$ cat config.mk
export PLATFORM = sky130hd
export DESIGN_NAME = bch_sc_top
export DESIGN_NICKNAME = d
export VERILOG_FILES = /design/src/design/gf_pkg.sv /design/src/design/sc_pkg.sv /design/src/design/sc_ctrl.sv /design/src/design/sc_lfs_divider.sv /design/src/design/sc_syndrome_out.sv /design/src/design/bch_sc_top.sv
export VERILOG_INCLUDE_DIRS = /design/src /design/src/include
export SDC_FILE = /design/constraint.sdc
export NUM_CORES = 1
export LEC_CHECK = 0
export ABC_AREA = 1
export BUFFER_PORTS_ARGS = -buffer_cell sky130_fd_sc_hd__buf_2
export CAP_MARGIN = 20
export CORE_MARGIN = 4
export CORE_UTILIZATION = 60
export DETAILED_ROUTE_END_ITERATION = 7
export PLACE_DENSITY = 0.84
export REMOVE_ABC_BUFFERS = 1
export SKIP_CTS_REPAIR_TIMING = 1
export SYNTH_ARGS = -nofsm -noshare
export SYNTH_HDL_FRONTEND = slang
export SYNTH_SLANG_ARGS = --single-unit
$ cat constraint.sdc
create_clock -name i_clk -period 2.5 [get_ports i_clk]
set_input_delay 0.125 -clock i_clk [delete_from_list [all_inputs] [get_ports i_clk]]
set_output_delay 0.125 -clock i_clk [all_outputs]
set_load 0.02 [all_outputs]
$ cat src/include/bch_sc_cfg.svh
`ifndef BCH_SC_CFG_SVH
`define BCH_SC_CFG_SVH

// field order GF(2^4)
`define SC_GF_M 4

// code block width and counts
`define SC_P_LVL 3
`define SC_N_BLK 5
`define SC_MSG_BLK 3 // message blocks incl. 2 check bits
`define SC_ADDR_W 2

// minimal polynomials with bit 4 as x^4
`define SC_POLY_M1 5'b10011 // x^4+x+1 is also the field polynomial
`define SC_POLY_M3 5'b11111 // x^4+x^3+x^2+x+1

`endif

$ cat src/design/gf_pkg.sv
`include "bch_sc_cfg.svh"

package gf_pkg;

    typedef logic [`SC_GF_M-1:0] gf_elem_t;

    // low part of the field polynomial
    localparam gf_elem_t GF_POLY_LOW = gf_elem_t'(`SC_POLY_M1);

    // a * alpha reduced mod x^4+x+1
    function automatic gf_elem_t gf_mul_alpha(input gf_elem_t a);
        gf_elem_t res;
        res = {a[`SC_GF_M-2:0], 1'b0};
        if (a[`SC_GF_M-1]) begin
            res = res ^ GF_POLY_LOW;
        end
        return res;
    endfunction

    // a * alpha^pwr
    function automatic gf_elem_t gf_mul_alpha_pow(input gf_elem_t a, input int unsigned pwr);
        gf_elem_t res;
        res = a;
        for (int k = 0; k < pwr; k++) begin
            res = gf_mul_alpha(res);
        end
        return res;
    endfunction

    // remainder polynomial evaluated at alpha^pwr
    // coefficients are binary so each Horner step adds 0 or 1
    function automatic gf_elem_t gf_eval(input gf_elem_t rem, input int unsigned pwr);
        gf_elem_t acc;
        acc = '0;
        for (int i = `SC_GF_M-1; i >= 0; i--) begin
            acc = gf_mul_alpha_pow(acc, pwr);
            acc[0] = acc[0] ^ rem[i];
        end
        return acc;
    endfunction

    // nonzero test for the error flag
    function automatic logic gf_is_nonzero(input gf_elem_t a);
        return |a;
    endfunction

endpackage

$ cat src/design/sc_pkg.sv
`include "bch_sc_cfg.svh"

package sc_pkg;

    import gf_pkg::*;

    typedef enum logic [7:0] {
        IDLE     = 8'b0000_0001,
        START_WR = 8'b0000_0010, // first block with buffer write
        FEED_WR  = 8'b0000_0100,
        FEED     = 8'b0000_1000, // check blocks without write
        PAUSE_WR = 8'b0001_0000,
        PAUSE    = 8'b0010_0000,
        EVAL     = 8'b0100_0000,
        OUT      = 8'b1000_0000
    } sc_state_e;

    // control to dividers and evaluator
    typedef struct packed {
        logic [`SC_P_LVL-1:0] blk;
        logic                 clr;
        logic                 fold;
        logic                 eval;
    } sc_step_t;

    typedef struct packed {
        logic                  en;
        logic [`SC_ADDR_W-1:0] addr;
        logic [`SC_P_LVL-1:0]  data;
    } sc_wr_t;

    typedef struct packed {
        gf_elem_t s1;
        gf_elem_t s2;
        gf_elem_t s3;
        gf_elem_t s4;
    } sc_synd_t;

endpackage

$ cat src/design/sc_ctrl.sv
`include "bch_sc_cfg.svh"
`timescale 1ns/1ps

module sc_ctrl
    import sc_pkg::*;
(
    input  logic                 i_clk,
    input  logic                 i_RESET,
    input  logic                 i_stop_dec,
    input  logic                 i_exe_sc,
    input  logic                 i_code_valid,
    input  logic [`SC_P_LVL-1:0] i_code,
    input  logic                 i_buf_available,
    output sc_step_t             o_step,
    output sc_wr_t               o_wr,
    output logic                 o_sc_available,
    output logic                 o_sc_start,
    output logic                 o_sc_cmplt
);

    localparam int CNT_W = $clog2(`SC_N_BLK);

    sc_state_e r_state;
    sc_state_e r_nxt;

    logic [CNT_W-1:0]     r_cnt; // blocks folded so far
    logic [`SC_P_LVL-1:0] r_blk;
    logic                 r_wr_en;

    logic w_wr_done;
    logic w_div_done;
    logic w_accept;

    assign w_wr_done  = (r_cnt == CNT_W'(`SC_MSG_BLK - 1));
    assign w_div_done = (r_cnt == CNT_W'(`SC_N_BLK - 1));
    assign w_accept   = (r_nxt == START_WR) || (r_nxt == FEED_WR) || (r_nxt == FEED);

    always_ff @(posedge i_clk) begin
        if (i_RESET || i_stop_dec) begin
            r_state <= IDLE;
        end else begin
            r_state <= r_nxt;
        end
    end

    always_comb begin
        unique case (r_state)
            IDLE:     r_nxt = (i_exe_sc && i_code_valid) ? START_WR : IDLE;
            START_WR: r_nxt = i_code_valid ? FEED_WR : PAUSE_WR;
            FEED_WR: begin
                if (i_code_valid) begin
                    r_nxt = w_wr_done ? FEED : FEED_WR;
                end else begin
                    r_nxt = w_wr_done ? PAUSE : PAUSE_WR;
                end
            end
            FEED: begin
                if (w_div_done) begin
                    r_nxt = EVAL; // last block already registered
                end else begin
                    r_nxt = i_code_valid ? FEED : PAUSE;
                end
            end
            PAUSE_WR: r_nxt = i_code_valid ? FEED_WR : PAUSE_WR;
            PAUSE:    r_nxt = i_code_valid ? FEED : PAUSE;
            EVAL:     r_nxt = OUT;
            OUT:      r_nxt = i_buf_available ? IDLE : OUT;
            default:  r_nxt = IDLE;
        endcase
    end

    always_ff @(posedge i_clk) begin
        if (i_RESET || i_stop_dec) begin
            r_cnt   <= '0;
            r_wr_en <= 1'b0;
        end else begin
            r_wr_en <= (r_nxt == START_WR) || (r_nxt == FEED_WR);
            case (r_nxt)
                START_WR:      r_cnt <= '0;
                FEED_WR, FEED: r_cnt <= r_cnt + 1'b1;
                PAUSE_WR, PAUSE: r_cnt <= r_cnt; // hold through the gap
                default:       r_cnt <= '0;
            endcase
        end
    end

    always_ff @(posedge i_clk) begin
        if (w_accept) begin
            r_blk <= i_code;
        end
    end

    // previous block is folded while the new one is registered
    assign o_step = '{
        blk:  r_blk,
        clr:  (r_nxt == START_WR),
        fold: (r_nxt == FEED_WR) || (r_nxt == FEED) || (r_nxt == EVAL),
        eval: (r_nxt == EVAL)
    };

    assign o_wr = '{en: r_wr_en, addr: r_cnt[`SC_ADDR_W-1:0], data: r_blk};

    assign o_sc_available = (r_state == IDLE);
    assign o_sc_start     = (r_state == START_WR);
    assign o_sc_cmplt     = (r_state == OUT) && i_buf_available;

endmodule

$ cat src/design/sc_lfs_divider.sv
`include "bch_sc_cfg.svh"
`timescale 1ns/1ps

module sc_lfs_divider
    import gf_pkg::*;
    import sc_pkg::*;
#(
    parameter logic [`SC_GF_M:0] POLY = `SC_POLY_M1
) (
    input  logic     i_clk,
    input  logic     i_RESET,
    input  logic     i_stop_dec,
    input  sc_step_t i_step,
    output gf_elem_t o_rem
);

    gf_elem_t r_rem;
    gf_elem_t w_nxt_rem;

    // one division step per block bit starting at the msb
    always_comb begin : fold_blk
        logic fb;
        w_nxt_rem = r_rem;
        for (int b = `SC_P_LVL-1; b >= 0; b--) begin
            fb = w_nxt_rem[`SC_GF_M-1];
            w_nxt_rem = {w_nxt_rem[`SC_GF_M-2:0], i_step.blk[b]};
            if (fb) begin
                w_nxt_rem = w_nxt_rem ^ POLY[`SC_GF_M-1:0];
            end
        end
    end

    always_ff @(posedge i_clk) begin
        if (i_RESET || i_stop_dec || i_step.clr) begin
            r_rem <= '0;
        end else if (i_step.fold) begin
            r_rem <= w_nxt_rem;
        end
    end

    assign o_rem = r_rem;

endmodule

$ cat src/design/sc_syndrome_out.sv
`timescale 1ns/1ps

module sc_syndrome_out
    import gf_pkg::*;
    import sc_pkg::*;
(
    input  logic     i_clk,
    input  logic     i_RESET,
    input  logic     i_stop_dec,
    input  sc_step_t i_step,
    input  gf_elem_t i_rem1,
    input  gf_elem_t i_rem3,
    output sc_synd_t o_synd,
    output logic     o_error_detected
);

    sc_synd_t w_synd;
    logic     w_err;
    logic     r_eval_d; // remainders final one cycle after EVAL

    // alpha^2 and alpha^4 are conjugates of alpha and share m1
    always_comb begin
        w_synd.s1 = gf_eval(i_rem1, 1);
        w_synd.s2 = gf_eval(i_rem1, 2);
        w_synd.s3 = gf_eval(i_rem3, 3);
        w_synd.s4 = gf_eval(i_rem1, 4);
    end

    assign w_err = gf_is_nonzero(w_synd.s1) || gf_is_nonzero(w_synd.s3);

    always_ff @(posedge i_clk) begin
        if (i_RESET || i_stop_dec) begin
            r_eval_d <= 1'b0;
        end else begin
            r_eval_d <= i_step.eval;
        end
    end

    always_ff @(posedge i_clk) begin
        if (i_RESET || i_stop_dec || i_step.clr) begin
            o_synd           <= '0;
            o_error_detected <= 1'b0;
        end else if (r_eval_d) begin
            o_synd           <= w_synd;
            o_error_detected <= w_err;
        end
    end

endmodule

$ cat src/design/bch_sc_top.sv
`include "bch_sc_cfg.svh"
`timescale 1ns/1ps

module bch_sc_top
    import gf_pkg::*;
    import sc_pkg::*;
(
    input  logic                 i_clk,
    input  logic                 i_RESET,
    input  logic                 i_stop_dec,
    input  logic                 i_exe_sc,
    input  logic                 i_code_valid,
    input  logic [`SC_P_LVL-1:0] i_code,
    input  logic                 i_buf_available,
    output logic                 o_sc_available,
    output logic                 o_sc_start,
    output logic                 o_sc_cmplt,
    output logic                 o_error_detected,
    output sc_wr_t               o_wr,
    output sc_synd_t             o_synd
);

    sc_step_t w_step;
    gf_elem_t w_rem1;
    gf_elem_t w_rem3;

    sc_ctrl ctrl_i (
        .i_clk           (i_clk),
        .i_RESET         (i_RESET),
        .i_stop_dec      (i_stop_dec),
        .i_exe_sc        (i_exe_sc),
        .i_code_valid    (i_code_valid),
        .i_code          (i_code),
        .i_buf_available (i_buf_available),
        .o_step          (w_step),
        .o_wr            (o_wr),
        .o_sc_available  (o_sc_available),
        .o_sc_start      (o_sc_start),
        .o_sc_cmplt      (o_sc_cmplt)
    );

    sc_lfs_divider #(.POLY(`SC_POLY_M1)) div_m1_i (
        .i_clk      (i_clk),
        .i_RESET    (i_RESET),
        .i_stop_dec (i_stop_dec),
        .i_step     (w_step),
        .o_rem      (w_rem1)
    );

    sc_lfs_divider #(.POLY(`SC_POLY_M3)) div_m3_i (
        .i_clk      (i_clk),
        .i_RESET    (i_RESET),
        .i_stop_dec (i_stop_dec),
        .i_step     (w_step),
        .o_rem      (w_rem3)
    );

    sc_syndrome_out synd_out_i (
        .i_clk            (i_clk),
        .i_RESET          (i_RESET),
        .i_stop_dec       (i_stop_dec),
        .i_step           (w_step),
        .i_rem1           (w_rem1),
        .i_rem3           (w_rem3),
        .o_synd           (o_synd),
        .o_error_detected (o_error_detected)
    );

endmodule

Yosys cells after proc, flatten, opt, wreduce, memory -nomap -nowiden
Cells that the tools add are included.
Word-level totals
  input bits: 9
  RAM bits: 0
  register bits after elaboration: 41
  word-level logic and storage cells: 106
  bits in read-only memories: 0
  output and inout port bits: 26
  memories kept: 0
  latch bits: 0
Cells by class
  $add $sub $neg: 1
  shift-type cells: 0
  reductions and logical operators: 14
  equality and inequality tests: 16
  $mul: 0
  bitwise operators: 29
  divide/modulo/power cells: 0
  muxes and demuxes: 34
  order comparisons: 0
Operators by type and width (number)
  8-bit case mux with 7 select lines: 1
  2-bit 2-to-1 mux: 22
  2-bit NOT: 19
  8-bit 2-to-1 mux: 3
  8-bit by 2-bit equality test with 1-bit output, second input constant: 2
  8-bit by 3-bit equality test with 1-bit output, second input constant: 2
  8-bit by 4-bit equality test with 1-bit output, second input constant: 2
  8-bit by 5-bit equality test with 1-bit output, second input constant: 2
  8-bit by 6-bit equality test with 1-bit output, second input constant: 2
  8-bit by 7-bit equality test with 1-bit output, second input constant: 2
  4-bit 2-to-1 mux: 4
  6-bit 2-to-1 mux: 2
  4-bit NOT: 3
  8-bit by 1-bit equality test with 1-bit output, second input constant: 1
  8-bit equality test, second input constant: 1
  4-bit OR reduction: 2
  1-bit logical OR: 7
  1-bit bitwise XOR: 7
  3-bit case mux with 2 select lines: 1
  2-bit OR reduction: 3
  5-bit 2-to-1 mux: 1
  3-bit by 1-bit adder with 3-bit output, second input constant: 1
  3-bit by 2-bit equality test with 1-bit output, second input constant: 1
  3-bit equality test, second input constant: 1
  1-bit logical AND: 2

Longest topological paths before layout
  depth after elaboration: 20
  mapped depth: 12
  gate-level depth less buffers: 11

Modules after synthesis
A second synthesis with hierarchy kept.
Second synthesis, totals
  cell total of the unflattened synthesis: 283
  area, all modules: 2057.0 um^2
By module, submodules not included
  sc_ctrl: times used 1, area each 960.9 um^2, sequential area each 330.3 um^2, cells each 129
  sc_syndrome_out: times used 1, area each 660.6 um^2, sequential area each 280.3 um^2, cells each 90
  sc_lfs_divider at div_m1_i: times used 1, area each 217.7 um^2, sequential area each 80.1 um^2, cells each 31
  sc_lfs_divider at div_m3_i: times used 1, area each 217.7 um^2, sequential area each 80.1 um^2, cells each 33

Worst setup path before layout
Ideal clock, no wire load.
  kind: reg-to-reg
  start point: register ctrl_i.r_cnt[0]
  end point: register ctrl_i.r_blk[0], enable pin
  stages on the path, launching flop included: 11
  period minus slack after synthesis: 1703 ps
  library setup time: 302 ps
  slack: 797 ps
  data required time: 2198 ps
  buffers on the path: 1
  data arrival time: 1401 ps
  cells stage by stage: dfxtp_1 -> inv_1 -> ha_1 -> nand2_1 -> inv_1 -> nor2_1 -> nand3_4 -> nand3_4 -> nor2_8 -> buf_12 -> nand2_1
Between the ends
  word-level cells in the longest chain between the ends: 7
  elaborated cells between the ends (all ways): 12
  classes of those cells: eq/ne: 5; mux: 5; reduce/logical: 2
RTL lines
  from (decl): line sc_ctrl.sv:26  | logic [CNT_W-1:0] r_cnt;
  from (signal assigned): line sc_ctrl.sv:80  | FEED_WR, FEED: r_cnt <= r_cnt + 1'b1;
  from (signal assigned): line sc_ctrl.sv:81  | PAUSE_WR, PAUSE: r_cnt <= r_cnt;
  3-bit by 2-bit equality test with 1-bit output: line sc_ctrl.sv:34  | assign w_wr_done = (r_cnt == CNT_W'(`SC_MSG_BLK - 1));
  4-bit 2-to-1 mux or 6-bit 2-to-1 mux (tied branches): line sc_ctrl.sv:52, sc_ctrl.sv:54
  8-bit 2-to-1 mux: line sc_ctrl.sv:51  | if (i_code_valid) begin
  8-bit case mux with 7 select lines (*): line sc_ctrl.sv:47  | unique case (r_state)
  8-bit by 2-bit equality test with 1-bit output or 8-bit by 3-bit equality test with 1-bit output (tied branches): line sc_ctrl.sv:36  | assign w_accept = (r_nxt == START_WR) || (r_nxt == FEED_WR) || (r_nxt == FEED);
  1-bit logical OR: line sc_ctrl.sv:36
  1-bit logical OR (*): line sc_ctrl.sv:36
  net ctrl_i.w_accept: line sc_ctrl.sv:32  | logic w_accept;
  to (signal assigned): line sc_ctrl.sv:89  | r_blk <= i_code;
  to (decl): line sc_ctrl.sv:27  | logic [`SC_P_LVL-1:0] r_blk;
The timed path passes the listed nets; every way through them passes the cells marked *.
A chain may end at the register's enable or synchronous reset.

Worst setup path after layout
  start point: register ctrl_i.r_cnt[0]
  end point: register ctrl_i.r_blk[1], enable pin
The elaborated chain is that of the path after synthesis.

==> out/metrics.csv <==
metric;value;unit
type of the worst setup path;reg -> reg;
TritonCTS clock tree;done;
power share of the clock group;30.8;%
asr flop ratio synth;0;%
number of buffers added by the clock tree synthesis step;5;
most utilized layer in the global route result;met2;
final cycle utilization of the critical path;73.7;%
die extent in x;67.3;µm
Post-Route Setup TNS;0;ps
share of the synthesized area in the top cell type;32.3;%
cell type contributing the most total cell area after synthesis;sky130_fd_sc_hd__dfxtp_1;
switching power of the nets;0.232;mW
kind of path behind the tightest hold check;in -> reg;
share of total power in combinational logic;6.1;%
dominant combinational cell family by area after synthesis;simple AND/OR/NAND/NOR gates;
number of vias after detailed routing;1711;
maximum number of pins on one net before global-route repair;19;
DPL Wire Length;2910;µm
cell-by-cell listing of the critical path;inv_1 > ha_1 > nand2_2 > nor2_1 > nand3_1 > nand3_4 > nor2_8 > nand2_1;
global-route wire length before repair;6400;µm
number of remaining DRC errors;0;
worst hold path stage count;3;
maximum buffer depth of the clock tree;2;
Num Clock Sinks;37;
Register-to-Register Path Depth;8;
relative contribution of sequential cells to total power;63.1;%
Final min period;1840;ps
type of element launching the critical path;flop;
largest fanout on the critical path;17;
Die Y;67.3;µm
arrival time reported for the critical path endpoint;1930;ps
power density over the cells;422;nW/µm²
Worst Tran Pin Value;529;ps
clock transition at the registers of the reported paths;110;ps
initial standard-cell utilization of the core;62.7;%
Finished Core Util;67.6;%
internal power;0.728;mW
WL per Instance;11.4;µm
compound-gate portion of the synthesized area;10.1;%
GP Congestion;0.806;
outcome;finished clean;
post-synthesis to final-layout area growth;7.83;%
destination of the worst hold path;ctrl_i.r_state[7];
fraction of power spent switching nets;24.2;%
peak supply drop;318;µV
startpoint of the most critical register-to-register path;ctrl_i.r_cnt[0];
Port-buffer cells;34;
Post-synth EDFFs;3;
worst reg2reg endpoint;ctrl_i.r_blk[1];
vias in the first global route;1508;
simple-gate portion of the synthesized area;31.9;%
endpoints failing hold;0;
stage delay of the slowest cell on the critical path;400;ps
required time reported for the critical path endpoint;2590;ps
Post-synth top flop;sky130_fd_sc_hd__dfxtp_1;
Highest Clock Rate;543;MHz
Distinct cells, synth;35;
global routing met1 resource utilization;23.5;%
iteration-0 DRC count of the detailed router;51;
Antenna Cells;0;
source-to-sink clock delay at the later pin of the worst-skew pair;340;ps
CORE AREA;3360;µm²
via density per instance;4.97;
Pins Over Slew Limit;0;
number of standard-cell rows in the floorplan;21;
length of the first detailed-routing pass in iterations;4;
post-synthesis mux area share;0;%
setup repair after global routing missed its margin;false;
grt met3 use;3.99;%
reg2reg setup slack;660;ps
count of mapped cells out of synthesis;270;
sum of routed wire length over all layers;3940;µm
GR Util met2;31.2;%
GRT Total Usage;18.8;%
number of fill cells;309;
Largest delay share family, worst path;simple AND/OR/NAND/NOR gates;
number of synthesized register bits;37;
worst relative slew slack;64.7;%
Hold Startpoint;i_buf_available;
initial antenna violation count;0;
fin nets;311;
area of the die;4530;µm²
commonest cells in the synthesized netlist;sky130_fd_sc_hd__nand2_1 (52), sky130_fd_sc_hd__dfxtp_1 (34), sky130_fd_sc_hd__nor2_1 (33);
layout cell share with drive strength beyond 1;27.2;%
total I/O pin count;35;
Final Skew;14.3;ps
total standard cell area after synthesis;2110;µm²
Slowest-stage cell, CP;sky130_fd_sc_hd__dfxtp_1;
xor/xnor share of the synthesized area;5.40;%
top cells by area, synth;sky130_fd_sc_hd__dfxtp_1 (32%), sky130_fd_sc_hd__nand2_1 (9.3%), sky130_fd_sc_hd__nor2_1 (5.9%), sky130_fd_sc_hd__buf_4 (4.3%), sky130_fd_sc_hd__edfxtp_1 (4.3%);
Seq/Total Area, Yosys;36.6;%
max-cap viol count;0;
final-report setup violation count;0;
H-Tree Depth;2;
remaining antenna violation count;0;
Syn Area/Cell;7.81;µm²
top-count cell post-synth;sky130_fd_sc_hd__nand2_1;
kind of end point of the critical path;flop;
buffer and inverter count on the worst path;1;
reported leakage power;1.07;nW
global route total overflow;0;
warning count from the yosys run;0;
Root Buffer Master;sky130_fd_sc_hd__clkbuf_4;
adder-cell share of the synthesized area;2.97;%
## worst reg2reg max path, stage by stage, from the launching register on
cell and delay [ps]:
sky130_fd_sc_hd__dfxtp_1 400, sky130_fd_sc_hd__inv_1 90, sky130_fd_sc_hd__ha_1 210, sky130_fd_sc_hd__nand2_2 120
sky130_fd_sc_hd__nor2_1 50, sky130_fd_sc_hd__nand3_1 120, sky130_fd_sc_hd__nand3_4 140, sky130_fd_sc_hd__nor2_8 300
sky130_fd_sc_hd__nand2_1 170
## worst max-delay path by stage
stage                    start  cells past startpoint  slack [ps]         endpoint
2_1_floorplan  ctrl_i.r_cnt[0]                      8         670  ctrl_i.r_blk[0]
6_report       ctrl_i.r_cnt[0]                      8         660  ctrl_i.r_blk[1]
5_1_grt        ctrl_i.r_cnt[0]                      8         510  ctrl_i.r_blk[2]
3_3_place_gp   ctrl_i.r_cnt[0]                      8         730  ctrl_i.r_blk[0]
3_5_place_dp   ctrl_i.r_cnt[0]                      8         660  ctrl_i.r_blk[0]
4_1_cts        ctrl_i.r_cnt[0]                      8         640  ctrl_i.r_blk[0]
## stage by stage
| stage | hold WS (ps) | setup WS [ps] | area [µm²] | total power, mW | cells |
|---|---|---|---|---|---|
| 2_1_floorplan | 224 | 670 | 1960 | 0.653 | 253 |
| 3_3_place_gp | 306 | 730 | 2190 | 0.673 | 333 |
| 3_5_place_dp | 304 | 660 | 2190 | 0.673 | 333 |
| 4_1_cts | -53.0 | 643 | 2240 | 0.961 | 341 |
| 5_1_grt | 52.3 | 509 | 2270 | 0.997 | 344 |
| 6_report | 65.4 | 657 | 2270 | 0.960 | 344 |
## power by group through the flow
| stage | Clock [mW] | Sequential [mW] | Combinational (mW) |
|---|---|---|---|
| final | 0.296 | 0.605 | 0.0587 |
| after global routing | 0.327 | 0.606 | 0.0643 |
| after CTS | 0.301 | 0.605 | 0.0549 |
| after detailed placement | 0 | 0.619 | 0.0546 |
| after global placement | 0 | 0.619 | 0.0542 |
| after floorplan | 0 | 0.621 | 0.0320 |
## cell usage in the layout (no fill, tap or decap)
cell,n
sky130_fd_sc_hd__dlygate4sd3_1,3
sky130_fd_sc_hd__inv_2,9
sky130_fd_sc_hd__inv_1,24
sky130_fd_sc_hd__nand3_1,16
sky130_fd_sc_hd__a31oi_1,2
sky130_fd_sc_hd__nor2_2,2
sky130_fd_sc_hd__nand3_4,2
sky130_fd_sc_hd__a21oi_2,8
sky130_fd_sc_hd__xnor2_1,3
sky130_fd_sc_hd__nand2_4,2
sky130_fd_sc_hd__o21ai_0,6
sky130_fd_sc_hd__o21a_1,1
sky130_fd_sc_hd__xor2_1,10
sky130_fd_sc_hd__nor2_1,33
sky130_fd_sc_hd__a211oi_1,3
sky130_fd_sc_hd__edfxtp_1,3
sky130_fd_sc_hd__clkinv_1,2
sky130_fd_sc_hd__a21oi_1,10
sky130_fd_sc_hd__nor3_1,3
sky130_fd_sc_hd__clkbuf_4,5
sky130_fd_sc_hd__nand2_1,52
sky130_fd_sc_hd__o221ai_1,1
sky130_fd_sc_hd__nand2_2,8
sky130_fd_sc_hd__nand4_1,4
sky130_fd_sc_hd__buf_2,34
sky130_fd_sc_hd__clkbuf_1,1
sky130_fd_sc_hd__nand3_2,3
sky130_fd_sc_hd__nand3b_1,1
sky130_fd_sc_hd__nand4_4,1
sky130_fd_sc_hd__dfxtp_1,34
sky130_fd_sc_hd__a211oi_2,1
sky130_fd_sc_hd__ha_1,5
sky130_fd_sc_hd__nor2_4,3
sky130_fd_sc_hd__nor2_8,1
sky130_fd_sc_hd__clkinv_2,2
## sequential cells by signal (all words and copies together) (netlist names)
register	flops
div_m1_i.o_rem	4
ctrl_i.r_cnt	3
div_m3_i.o_rem	4
synd_out_i.o_synd	12
ctrl_i.r_wr_en	1
ctrl_i.r_state	8
ctrl_i.r_blk	3
synd_out_i.o_error_detected	1
synd_out_i.r_eval_d	1
## kinds of logic (layout without fill, tap and decap cells)
family,after synthesis,in the layout
buffers and inverters,52,80
and+or+nand+nor,131,131
adders and majority gates,5,5
AOI/OAI and AO/OA,32,32
DFF,37,37
xor gates and xnor gates,13,13
## final cells by class
type / instances / area, µm² / share of cell area [%]
Clock buffer: 6 / 41.3 / 1.82
Clock inverter: 2 / 10.0 / 0.440
Inverter: 35 / 131 / 5.78
Multi-Input combinational cell: 181 / 1060 / 46.7
Sequential cell: 37 / 771 / 33.9
Tap cell: 46 / 57.6 / 2.53
Timing Repair Buffer: 37 / 200 / 8.81
## metal layers
metal / vias up / share of wire (%)
met5: - / 0
met2: 38 / 48
met4: 0 / 1.4
met3: 7 / 5.2
met1: 766 / 46
li1: 900 / -
Power figures use the tool's default switching activity.
